==> src/api_cfg_pkg.sv <==
package api_cfg_pkg;

	// chain and data path sizes.
	localparam int api_num = 8;
	localparam int work_len = 23; // words per reply block.
	localparam int rx_block_len = 11; // words kept per block.
	localparam int max_chip_in_ch = 5;
	localparam int tx_depth = 64;
	localparam int rx_depth = 64;
	localparam logic [7:0] tag_marker = 8'h12;

	typedef logic [31:0] word_t;
	typedef logic [27:0] timeout_t;
	typedef logic [7:0] sck_div_t;
	typedef logic [5:0] ch_t;
	typedef logic [7:0] word_cnt_t;
	typedef logic [6:0] fifo_cnt_t; // counts up to 64.

	typedef enum logic [1:0] {
		idle = 2'd0,
		work = 2'd1,
		nop = 2'd2,
		done = 2'd3
	} ctrl_state_t;

endpackage

==> src/api_reg_pkg.sv <==
package api_reg_pkg;

	typedef logic [7:0] addr_t;

	localparam addr_t reg_timeout_addr = 8'h00;
	localparam addr_t reg_sck_addr = 8'h04;
	localparam addr_t reg_ch_num_addr = 8'h08;
	localparam addr_t reg_word_num_addr = 8'h0C;
	localparam addr_t reg_tx_data_addr = 8'h10;
	localparam addr_t reg_rx_data_addr = 8'h14;
	localparam addr_t reg_status_addr = 8'h18;

	// status word fields.
	localparam int status_state_lsb = 0;
	localparam int status_state_msb = 1;
	localparam int status_tx_empty_bit = 4;
	localparam int status_rx_count_lsb = 8;
	localparam int status_rx_count_msb = 14;

endpackage

==> src/api_fifo.sv <==
`timescale 1ns/1ns

module api_fifo #(
	parameter int depth = 64
) (
	input logic clk,
	input logic rst,
	input logic wr_en,
	input api_cfg_pkg::word_t din,
	input logic rd_en,
	output api_cfg_pkg::word_t dout,
	output logic full,
	output logic empty,
	output api_cfg_pkg::fifo_cnt_t count
);
	import api_cfg_pkg::*;

	typedef logic [$clog2(depth)-1:0] ptr_t;

	word_t mem [depth];
	ptr_t wr_ptr;
	ptr_t rd_ptr;

	assign dout = mem[rd_ptr]; // head word falls through.
	assign full = (count == fifo_cnt_t'(depth));
	assign empty = (count == '0);

	always_ff @(posedge clk) begin
		if (wr_en)
			mem[wr_ptr] <= din;
	end

	always_ff @(posedge clk) begin
		if (rst) begin
			wr_ptr <= '0;
			rd_ptr <= '0;
			count <= '0;
		end else begin
			if (wr_en)
				wr_ptr <= (wr_ptr == ptr_t'(depth - 1)) ? '0 : wr_ptr + 1'b1;
			if (rd_en)
				rd_ptr <= (rd_ptr == ptr_t'(depth - 1)) ? '0 : rd_ptr + 1'b1;
			count <= count + fifo_cnt_t'(wr_en) - fifo_cnt_t'(rd_en);
		end
	end

	assert property (@(posedge clk) disable iff (rst) wr_en |-> !full);
	assert property (@(posedge clk) disable iff (rst) rd_en |-> !empty);

endmodule

==> src/api_timer.sv <==
`timescale 1ns/1ns

module api_timer (
	input logic clk,
	input logic rst,
	input api_cfg_pkg::timeout_t reg_timeout,
	input logic start,
	output logic busy
);
	import api_cfg_pkg::*;

	timeout_t cnt;

	always_ff @(posedge clk) begin
		if (rst) begin
			cnt <= '0;
		end else if (start) begin
			cnt <= reg_timeout; // restart reloads.
		end else if (cnt != '0) begin
			cnt <= cnt - 1'b1;
		end
	end

	assign busy = (cnt != '0);

endmodule

==> src/api_phy.sv <==
`timescale 1ns/1ns

module api_phy (
	input logic clk,
	input logic rst,
	input api_cfg_pkg::sck_div_t sck_div,
	input logic mosi_vld,
	input api_cfg_pkg::word_t mosi_dat,
	output logic miso_vld,
	output api_cfg_pkg::word_t miso_dat,
	output logic sck,
	output logic mosi,
	input logic miso
);
	import api_cfg_pkg::*;

	logic busy;
	sck_div_t div_cnt;
	logic [5:0] edge_cnt; // 64 sck edges per word.
	logic tick;
	word_t tx_sr;
	word_t rx_sr;

	assign tick = busy && (div_cnt == sck_div);
	assign miso_vld = tick && (edge_cnt == 6'd63); // last falling edge.
	assign miso_dat = rx_sr;

	always_ff @(posedge clk) begin
		if (rst) begin
			busy <= 1'b0;
			div_cnt <= '0;
			edge_cnt <= '0;
			sck <= 1'b0;
			mosi <= 1'b0;
		end else if (mosi_vld) begin
			busy <= 1'b1;
			div_cnt <= '0;
			edge_cnt <= '0;
			sck <= 1'b0;
			mosi <= mosi_dat[31]; // msb first.
		end else if (tick) begin
			div_cnt <= '0;
			edge_cnt <= edge_cnt + 1'b1;
			sck <= ~sck;
			if (sck)
				mosi <= tx_sr[30];
			if (miso_vld)
				busy <= 1'b0;
		end else if (busy) begin
			div_cnt <= div_cnt + 1'b1;
		end
	end

	// shift out on falling sck, sample on rising sck.
	always_ff @(posedge clk) begin
		if (mosi_vld) begin
			tx_sr <= mosi_dat;
		end else if (tick && sck) begin
			tx_sr <= {tx_sr[30:0], 1'b0};
		end else if (tick) begin
			rx_sr <= {rx_sr[30:0], miso};
		end
	end

	assert property (@(posedge clk) disable iff (rst) mosi_vld |-> !busy);

endmodule

==> src/api_ctrl.sv <==
`timescale 1ns/1ns

module api_ctrl (
	input logic clk,
	input logic rst,
	input api_cfg_pkg::timeout_t reg_timeout,
	input api_cfg_pkg::sck_div_t reg_sck,
	input api_cfg_pkg::ch_t reg_ch_num,
	input api_cfg_pkg::word_cnt_t reg_word_num,
	output api_cfg_pkg::ctrl_state_t state,
	input logic tx_empty,
	output logic tx_rd_en,
	input api_cfg_pkg::word_t tx_dout,
	output logic rx_wr_en,
	output api_cfg_pkg::word_t rx_din,
	input api_cfg_pkg::fifo_cnt_t rx_count,
	output logic [api_cfg_pkg::api_num-1:0] load,
	output logic sck,
	output logic mosi,
	input logic [api_cfg_pkg::api_num-1:0] miso
);
	import api_cfg_pkg::*;

	ctrl_state_t nxt_state;
	ch_t ch_cnt; // channels opened this round.
	ch_t ch_idx;
	word_cnt_t word_cnt;
	word_cnt_t blk_idx; // word index inside the reply block.
	logic [3:0] nop_cnt;
	logic settled;
	logic in_flight;
	logic trail_sent;
	logic rx_space_ok;
	logic enter_work;
	logic timer_start;
	logic timer_busy;
	logic send_work;
	logic send_trail;
	logic mosi_vld;
	word_t mosi_dat;
	logic miso_vld;
	word_t miso_dat;
	logic miso_bit;

	assign rx_space_ok = (rx_depth - int'(rx_count)) >= (rx_block_len * max_chip_in_ch);
	assign settled = (nop_cnt == 4'd14);
	assign enter_work = (state != work) && (nxt_state == work);
	assign timer_start = (state == idle) && (nxt_state != idle);

	always_comb begin
		nxt_state = state;
		case (state)
			idle: if (!tx_empty && rx_space_ok) nxt_state = work;
			work: if (word_cnt == reg_word_num) nxt_state = nop;
			nop: begin
				if (settled && ch_cnt == reg_ch_num)
					nxt_state = done;
				else if (settled && !tx_empty && rx_space_ok)
					nxt_state = work;
			end
			done: if (!timer_busy && trail_sent && !in_flight) nxt_state = idle;
			default: nxt_state = idle;
		endcase
	end

	always_ff @(posedge clk) begin
		if (rst) begin
			state <= idle;
			ch_cnt <= '0;
			nop_cnt <= '0;
			in_flight <= 1'b0;
			trail_sent <= 1'b0;
			load <= '1;
		end else begin
			state <= nxt_state;
			if (nxt_state == idle)
				ch_cnt <= '0;
			else if (enter_work)
				ch_cnt <= ch_cnt + 1'b1;
			if (state != nop)
				nop_cnt <= '0;
			else if (!settled)
				nop_cnt <= nop_cnt + 1'b1;
			if (mosi_vld)
				in_flight <= 1'b1;
			else if (miso_vld)
				in_flight <= 1'b0;
			if (nxt_state == idle)
				trail_sent <= 1'b0;
			else if (send_trail)
				trail_sent <= 1'b1;
			if (enter_work)
				load <= ~(api_num'(1) << ch_cnt); // next chip low.
			else if (state == work && nxt_state == nop)
				load <= '1;
		end
	end

	always_ff @(posedge clk) begin
		if (rst) begin
			word_cnt <= '0;
			blk_idx <= '0;
		end else if (enter_work) begin
			word_cnt <= '0;
			blk_idx <= '0;
		end else if (state == work && miso_vld) begin
			word_cnt <= word_cnt + 1'b1;
			blk_idx <= (blk_idx == word_cnt_t'(work_len - 1)) ? '0 : blk_idx + 1'b1;
		end
	end

	// one word in flight at a time.
	assign send_work = (state == work) && !in_flight && !tx_empty && (word_cnt != reg_word_num);
	assign send_trail = (state == done) && !in_flight && !trail_sent;
	assign mosi_vld = send_work || send_trail;
	assign mosi_dat = send_work ? tx_dout : '0; // trailing word carries no job.
	assign tx_rd_en = send_work;

	assign ch_idx = ch_cnt - 1'b1;
	assign rx_wr_en = (state == work) && miso_vld && (blk_idx < word_cnt_t'(rx_block_len));
	assign rx_din = (blk_idx == word_cnt_t'(rx_block_len - 1)) ?
		{miso_dat[31:16], tag_marker, 8'(ch_idx)} : miso_dat;

	assign miso_bit = &(miso | load); // unselected chips read as one.

	api_timer api_timer_inst (
		.clk(clk),
		.rst(rst),
		.reg_timeout(reg_timeout),
		.start(timer_start),
		.busy(timer_busy)
	);

	api_phy api_phy_inst (
		.clk(clk),
		.rst(rst),
		.sck_div(reg_sck),
		.mosi_vld(mosi_vld),
		.mosi_dat(mosi_dat),
		.miso_vld(miso_vld),
		.miso_dat(miso_dat),
		.sck(sck),
		.mosi(mosi),
		.miso(miso_bit)
	);

	// a chip is selected only while a channel is in work.
	assert property (@(posedge clk) disable iff (rst)
		$countones(~load) <= ((state == work) ? 1 : 0));
	assert property (@(posedge clk) disable iff (rst)
		rx_wr_en |-> rx_count != fifo_cnt_t'(rx_depth));

endmodule

==> src/api_regs.sv <==
`timescale 1ns/1ns

module api_regs (
	input logic clk,
	input logic rst,
	input logic psel,
	input logic penable,
	input logic pwrite,
	input api_reg_pkg::addr_t paddr,
	input api_cfg_pkg::word_t pwdata,
	output api_cfg_pkg::word_t prdata,
	output logic pready,
	output logic pslverr,
	output api_cfg_pkg::timeout_t reg_timeout,
	output api_cfg_pkg::sck_div_t reg_sck,
	output api_cfg_pkg::ch_t reg_ch_num,
	output api_cfg_pkg::word_cnt_t reg_word_num,
	input api_cfg_pkg::ctrl_state_t state,
	output logic tx_wr_en,
	output api_cfg_pkg::word_t tx_din,
	input logic tx_full,
	input logic tx_empty,
	output logic rx_rd_en,
	input api_cfg_pkg::word_t rx_dout,
	input logic rx_empty,
	input api_cfg_pkg::fifo_cnt_t rx_count
);
	import api_cfg_pkg::*;
	import api_reg_pkg::*;

	logic wr_acc;
	logic rd_acc;
	word_t status;

	assign wr_acc = psel && penable && pwrite;
	assign rd_acc = psel && penable && !pwrite;
	assign pready = 1'b1; // no wait states.

	assign tx_din = pwdata;
	assign tx_wr_en = wr_acc && (paddr == reg_tx_data_addr) && !tx_full;
	assign rx_rd_en = rd_acc && (paddr == reg_rx_data_addr) && !rx_empty; // pop on access.
	assign pslverr = (wr_acc && (paddr == reg_tx_data_addr) && tx_full) ||
		(rd_acc && (paddr == reg_rx_data_addr) && rx_empty);

	always_comb begin
		status = '0;
		status[status_state_msb:status_state_lsb] = state;
		status[status_tx_empty_bit] = tx_empty;
		status[status_rx_count_msb:status_rx_count_lsb] = rx_count;
	end

	always_comb begin
		prdata = '0;
		if (psel && !pwrite) begin
			case (paddr)
				reg_timeout_addr: prdata = word_t'(reg_timeout);
				reg_sck_addr: prdata = word_t'(reg_sck);
				reg_ch_num_addr: prdata = word_t'(reg_ch_num);
				reg_word_num_addr: prdata = word_t'(reg_word_num);
				reg_rx_data_addr: prdata = rx_dout;
				reg_status_addr: prdata = status;
				default: prdata = '0; // unknown address.
			endcase
		end
	end

	always_ff @(posedge clk) begin
		if (rst) begin
			reg_timeout <= '0;
			reg_sck <= '0;
			reg_ch_num <= ch_t'(1);
			reg_word_num <= word_cnt_t'(work_len);
		end else if (wr_acc) begin
			case (paddr)
				reg_timeout_addr: reg_timeout <= timeout_t'(pwdata);
				reg_sck_addr: reg_sck <= sck_div_t'(pwdata);
				reg_ch_num_addr: reg_ch_num <= ch_t'(pwdata);
				reg_word_num_addr: reg_word_num <= word_cnt_t'(pwdata);
				default: ;
			endcase
		end
	end

endmodule

==> src/api_top.sv <==
`timescale 1ns/1ns

module api_top (
	input logic clk,
	input logic rst,
	input logic psel,
	input logic penable,
	input logic pwrite,
	input api_reg_pkg::addr_t paddr,
	input api_cfg_pkg::word_t pwdata,
	output api_cfg_pkg::word_t prdata,
	output logic pready,
	output logic pslverr,
	output logic [api_cfg_pkg::api_num-1:0] load,
	output logic sck,
	output logic mosi,
	input logic [api_cfg_pkg::api_num-1:0] miso
);
	import api_cfg_pkg::*;

	timeout_t reg_timeout;
	sck_div_t reg_sck;
	ch_t reg_ch_num;
	word_cnt_t reg_word_num;
	ctrl_state_t state;
	logic tx_wr_en;
	word_t tx_din;
	logic tx_full;
	logic tx_empty;
	logic tx_rd_en;
	word_t tx_dout;
	logic rx_wr_en;
	word_t rx_din;
	logic rx_rd_en;
	word_t rx_dout;
	logic rx_empty;
	fifo_cnt_t rx_count;

	api_regs api_regs_inst (
		.clk(clk),
		.rst(rst),
		.psel(psel),
		.penable(penable),
		.pwrite(pwrite),
		.paddr(paddr),
		.pwdata(pwdata),
		.prdata(prdata),
		.pready(pready),
		.pslverr(pslverr),
		.reg_timeout(reg_timeout),
		.reg_sck(reg_sck),
		.reg_ch_num(reg_ch_num),
		.reg_word_num(reg_word_num),
		.state(state),
		.tx_wr_en(tx_wr_en),
		.tx_din(tx_din),
		.tx_full(tx_full),
		.tx_empty(tx_empty),
		.rx_rd_en(rx_rd_en),
		.rx_dout(rx_dout),
		.rx_empty(rx_empty),
		.rx_count(rx_count)
	);

	api_fifo #(.depth(tx_depth)) tx_fifo_inst (
		.clk(clk),
		.rst(rst),
		.wr_en(tx_wr_en),
		.din(tx_din),
		.rd_en(tx_rd_en),
		.dout(tx_dout),
		.full(tx_full),
		.empty(tx_empty),
		.count()
	);

	api_fifo #(.depth(rx_depth)) rx_fifo_inst (
		.clk(clk),
		.rst(rst),
		.wr_en(rx_wr_en),
		.din(rx_din),
		.rd_en(rx_rd_en),
		.dout(rx_dout),
		.full(),
		.empty(rx_empty),
		.count(rx_count)
	);

	api_ctrl api_ctrl_inst (
		.clk(clk),
		.rst(rst),
		.reg_timeout(reg_timeout),
		.reg_sck(reg_sck),
		.reg_ch_num(reg_ch_num),
		.reg_word_num(reg_word_num),
		.state(state),
		.tx_empty(tx_empty),
		.tx_rd_en(tx_rd_en),
		.tx_dout(tx_dout),
		.rx_wr_en(rx_wr_en),
		.rx_din(rx_din),
		.rx_count(rx_count),
		.load(load),
		.sck(sck),
		.mosi(mosi),
		.miso(miso)
	);

endmodule

==> config.mk <==
export PLATFORM = sky130hd
export DESIGN_NAME = api_top
export DESIGN_NICKNAME = d
export VERILOG_FILES = /design/src/api_cfg_pkg.sv /design/src/api_reg_pkg.sv /design/src/api_fifo.sv /design/src/api_timer.sv /design/src/api_phy.sv /design/src/api_ctrl.sv /design/src/api_regs.sv /design/src/api_top.sv
export SDC_FILE = /design/constraint.sdc
export NUM_CORES = 2
export LEC_CHECK = 0
export ABC_AREA = 1
export BUFFER_PORTS_ARGS = -buffer_cell sky130_fd_sc_hd__buf_2
export CAP_MARGIN = 10
export CORE_MARGIN = 4
export CORE_UTILIZATION = 25
export DETAILED_ROUTE_END_ITERATION = 10
export RECOVER_POWER = 25
export SYNTH_ARGS = -nofsm -noshare
export SYNTH_HDL_FRONTEND = slang
export SYNTH_SLANG_ARGS = --single-unit
export TNS_END_PERCENT = 50
==> constraint.sdc <==
create_clock -name clk -period 17.19 [get_ports clk]
set_input_delay 3.438 -clock clk [delete_from_list [all_inputs] [get_ports clk]]
set_output_delay 3.438 -clock clk [all_outputs]
set_load 0.005 [all_outputs]
==> impl.org <==
** Worst setup path
- Worst reg2reg startpoint :: api_regs_inst.reg_sck[1]
- CP Capture Type :: output port
- The number of buffers and inverters on the critical path is 5.
- In this design, the stage delay of the slowest critical-path cell is 0.84 ns.
- Counting stages on the worst path, the most repeated cell is buf_4.
- The signal on the critical path passes through buf_4, buf_4, buf_4, buf_12, o21ai_0, o22ai_1, nand2_1, a21oi_1, o21ai_1, nand2_1, nand3_1, a21oi_1, buf_2.
- Data arrival time at the worst-slack endpoint :: 7.21 ns
- At the worst endpoint, the required time is 13.75 ns.
- Top Family by Delay on Critical Path :: buffers and inverters
- CP startpoint kind :: flip-flop
- Worst Path Max Fanout :: 152
- Crit-path slowest cell :: a21oi_1
- The setup path with the least slack is of type flip-flop to output port.

** STA
- Slew Limit Headroom :: -164%
- Derived from the worst setup path, the maximum achievable clock frequency is 93.9 MHz.
- Minimum setup slack in the final design :: 6.54 ns
- Accumulated negative setup slack :: 0 ns
- # setup viols final :: 0
- Worst setup skew after layout :: 0.0782 ns
- Final cycle utilization of the critical path :: 61.9%
- Number of hold violations in the final report :: 0
- Hold WS :: 0.450 ns
- Setup repair after global routing left no endpoint under its margin.
- Number of slew-limit violations in the final report :: 2322
- Final critical delay including setup and external delays :: 10.65 ns
- For the pin with the worst max-slew slack, the measured transition is 3.96 ns.

** Place
- Port-buffer cells :: 95
- At the end of routability-driven placement, the weighted congestion stood at 0.862.
- Number of placed instances, taps included :: 22400
- Timing analysis after detailed placement gives a worst setup slack of 6.89 ns.
- After legalization and detailed placement, the total HPWL measured 263000 um.

** CTS
- CTS-repair resized insts :: 0
- The clock tree synthesis step divided the H-tree into 5 levels.
- The tree is rooted in a clkbuf_16.
- Number of buffers added for setup after CTS :: 0
- CTS sink count :: 4342
- Clock transition time at the flip-flop clock pins of the worst setup and hold paths :: 0.06 ns
- Clock tree from TritonCTS :: yes
- Clock latency on the worst-skew pair :: 1.02 ns
- Hold buffer count at CTS :: 0
- Num CTS Buffers :: 404
- The clock passes through at most 4 buffers.

** Die
- From left edge to right edge, the die measures 839 um.
- Initial Utilization :: 25.1%
- The region available for standard cell placement spans 687000 um2.
- Measured along the y axis, the die boundary spans 839 um.
- I/O pin total :: 97
- Total Die Area :: 703000 um2
- In this run the core area contains 304 standard-cell rows.

** Logic synthesis
- The biggest area contributor in the post-synthesis netlist is edfxtp_1.
- Total number of yosys warnings :: 0
- In the post-synthesis netlist, the cell with the most instances is edfxtp_1.
- The share of synthesized area in the top cell type comes to 72.4%.
- In this run, synthesis produced a sequential element count of 4342.
- Counting flops with a built-in enable in the synthesized netlist gives 4159.
- Synth top area cells :: edfxtp_1 72%, o21ai_0 6.4%, nor2_1 5.7%, o22ai_1 3.8%, nand2_1 2.3%
- The most used flip-flop cell after synthesis is edfxtp_1.
- For this run, the register share of the synthesized area comes to 74.5%.
- Netlist area before placement :: 172000 um2
- Gate count after technology mapping :: 13700
- Synth async-reset ratio :: 0%
- Cell variety after synth :: 58
- Average instance area after synthesis :: 12.6 um2
- Post-Syn Nets :: 13800
- In the synthesized netlist, the cells that appear most often are 4159 x edfxtp_1, 2609 x nor2_1, 2190 x o21ai_0.

** Finish
- Compared with the post-synthesis result, the final layout area differs by 14.2%.
- After the last flow step, the layout net total stands at 13700.
- Share of cells above drive strength 1 :: 8.25%
- The finished layout holds 23100 standard cells, fillers aside.

** Outcome
- The checks that failed: max-capacitance violations, max-slew violations.
- Status :: complete, but fails checks

** Routing
- Overall routed net length :: 520000 um
- In the routed design, unresolved DRC markers number 0.
- For this run, the detailed router's first-pass iteration total came to 6.
- After the first detailed-routing iteration, the DRC count stood at 14300.
- Count of vias placed by the detailed router :: 114000
- Wire per inst :: 22.5 um
- Count of nets left with antenna violations after detail routing :: 0
- Detail-routed via count per cell :: 4.93

** Power
- The worst-case IR drop observed on VDD is 154 uV.
- In this run the power density over the cells is 130 nW/um2.
- Overall power consumption after layout is estimated at 25600 uW.
- Leakage power of the design :: 0.0626 uW

** Run
- The tool flagged a number of max-cap violations equal to 50.

** Worst hold path
- In this run the most critical hold path is launched from api_ctrl_inst.api_phy_inst.miso_dat[9].
- Min-delay worst type :: flip-flop to flip-flop

** GRT
- Vias in the first global route :: 106000
- Antenna violations before repair :: 31
- For this run, the total global-route usage over all layers was measured as 14.0%.
- Summed over all layers, the global routing overflow is 0.
- Entering global routing, the biggest net connects 210 pins.
- The first global-routing pass estimated 742000 um of wire.
flip-flops by register name, indices dropped and copies added, names as in the netlist, 2 cells and up, named ones only:
register                             flops
api_ctrl_inst.api_phy_inst.div_cnt       8
api_ctrl_inst.api_phy_inst.edge_cnt      6
api_ctrl_inst.api_phy_inst.miso_dat     32
api_ctrl_inst.api_phy_inst.tx_sr        31
api_ctrl_inst.api_timer_inst.cnt        28
api_ctrl_inst.blk_idx                    8
api_ctrl_inst.ch_cnt                     6
api_ctrl_inst.load                       8
api_ctrl_inst.nop_cnt                    4
api_ctrl_inst.state                      2
api_ctrl_inst.word_cnt                   8
api_regs_inst.reg_ch_num                 6
api_regs_inst.reg_sck                    8
api_regs_inst.reg_timeout               28
api_regs_inst.reg_word_num               8
rx_fifo_inst.count                       7
rx_fifo_inst.mem                      2048
rx_fifo_inst.rd_ptr                      6
rx_fifo_inst.wr_ptr                      6
tx_fifo_inst.count                       7
tx_fifo_inst.mem                      2048
tx_fifo_inst.rd_ptr                      6
tx_fifo_inst.wr_ptr                      6
path summary, 6_finish.rpt:
kind | cells after the start | endpoint | slack [ns]
hold reg to reg | 0 | api_ctrl_inst.api_phy_inst.miso_dat[10] | 0.45
setup / recovery | 13 | prdata[3] | 6.54
setup reg to reg | 13 | rx_fifo_inst.mem[6][18] | 10.15
hold / removal | 0 | api_ctrl_inst.api_phy_inst.miso_dat[10] | 0.45
logic make-up after synthesis:
family	synth area share [%]
simple gates	10.4
flops	74.5
compound gates	11.7
buf+inv	2.78
xor+xnor	0.305
fa+ha+maj	0.277
other cells	0.00217
routing by layer:
metal / track usage, % / share of wire [%] / up-vias
met1: 19.0 / 41 / 57500
met4: 5.03 / 3.8 / 2
met2: 22.6 / 46 / 5293
met5: 0 / 0.0025 / -
met3: 2.34 / 9.0 / 835
li1: - / - / 50300
area by class of cell:
type	count	area, um2
fillers	69200	490000
flip-flops and latches	4342	129000
multi-input cells	8216	40100
well taps	9180	11500
clock buffers	489	10600
repair buffers	413	2900
clock inverters	258	2360
inverters	214	860
diodes	7	17.5
report_power, final:
part,internal [uW],total (uW),switching [uW]
Combinational,1130,4400,3270
Sequential,12100,12300,136
Clock,4950,8920,3970
through the flow:
stage	util, %	cell area [um2]
2_1_floorplan	-	172000
4_1_cts	28.7	197000
3_5_place_dp	26.8	184000
6_report	28.7	197000
5_1_grt	28.7	197000
3_3_place_gp	26.8	184000
cells in the final DEF, fill, tap and decap left out, types with 20 or more instances in the layout:
cell type and n:
nand2_1 1044, xnor2_1 20, nor3_1 25, clkbuf_16 411
buf_2 94, inv_2 26, a21oi_1 126, nand4_1 30
buf_4 256, o22ai_1 1047, o21ai_0 2185, dfxtp_1 172
edfxtp_1 4159, xor2_1 40, o21ai_1 198, nor2_4 132
clkinv_1 111, clkbuf_1 123, bufinv_16 37, nand3_1 665
o221ai_1 69, clkinv_2 81, ha_1 35, inv_1 175
nor2_1 2483
Note: power is estimated with default switching activity, not from simulation.
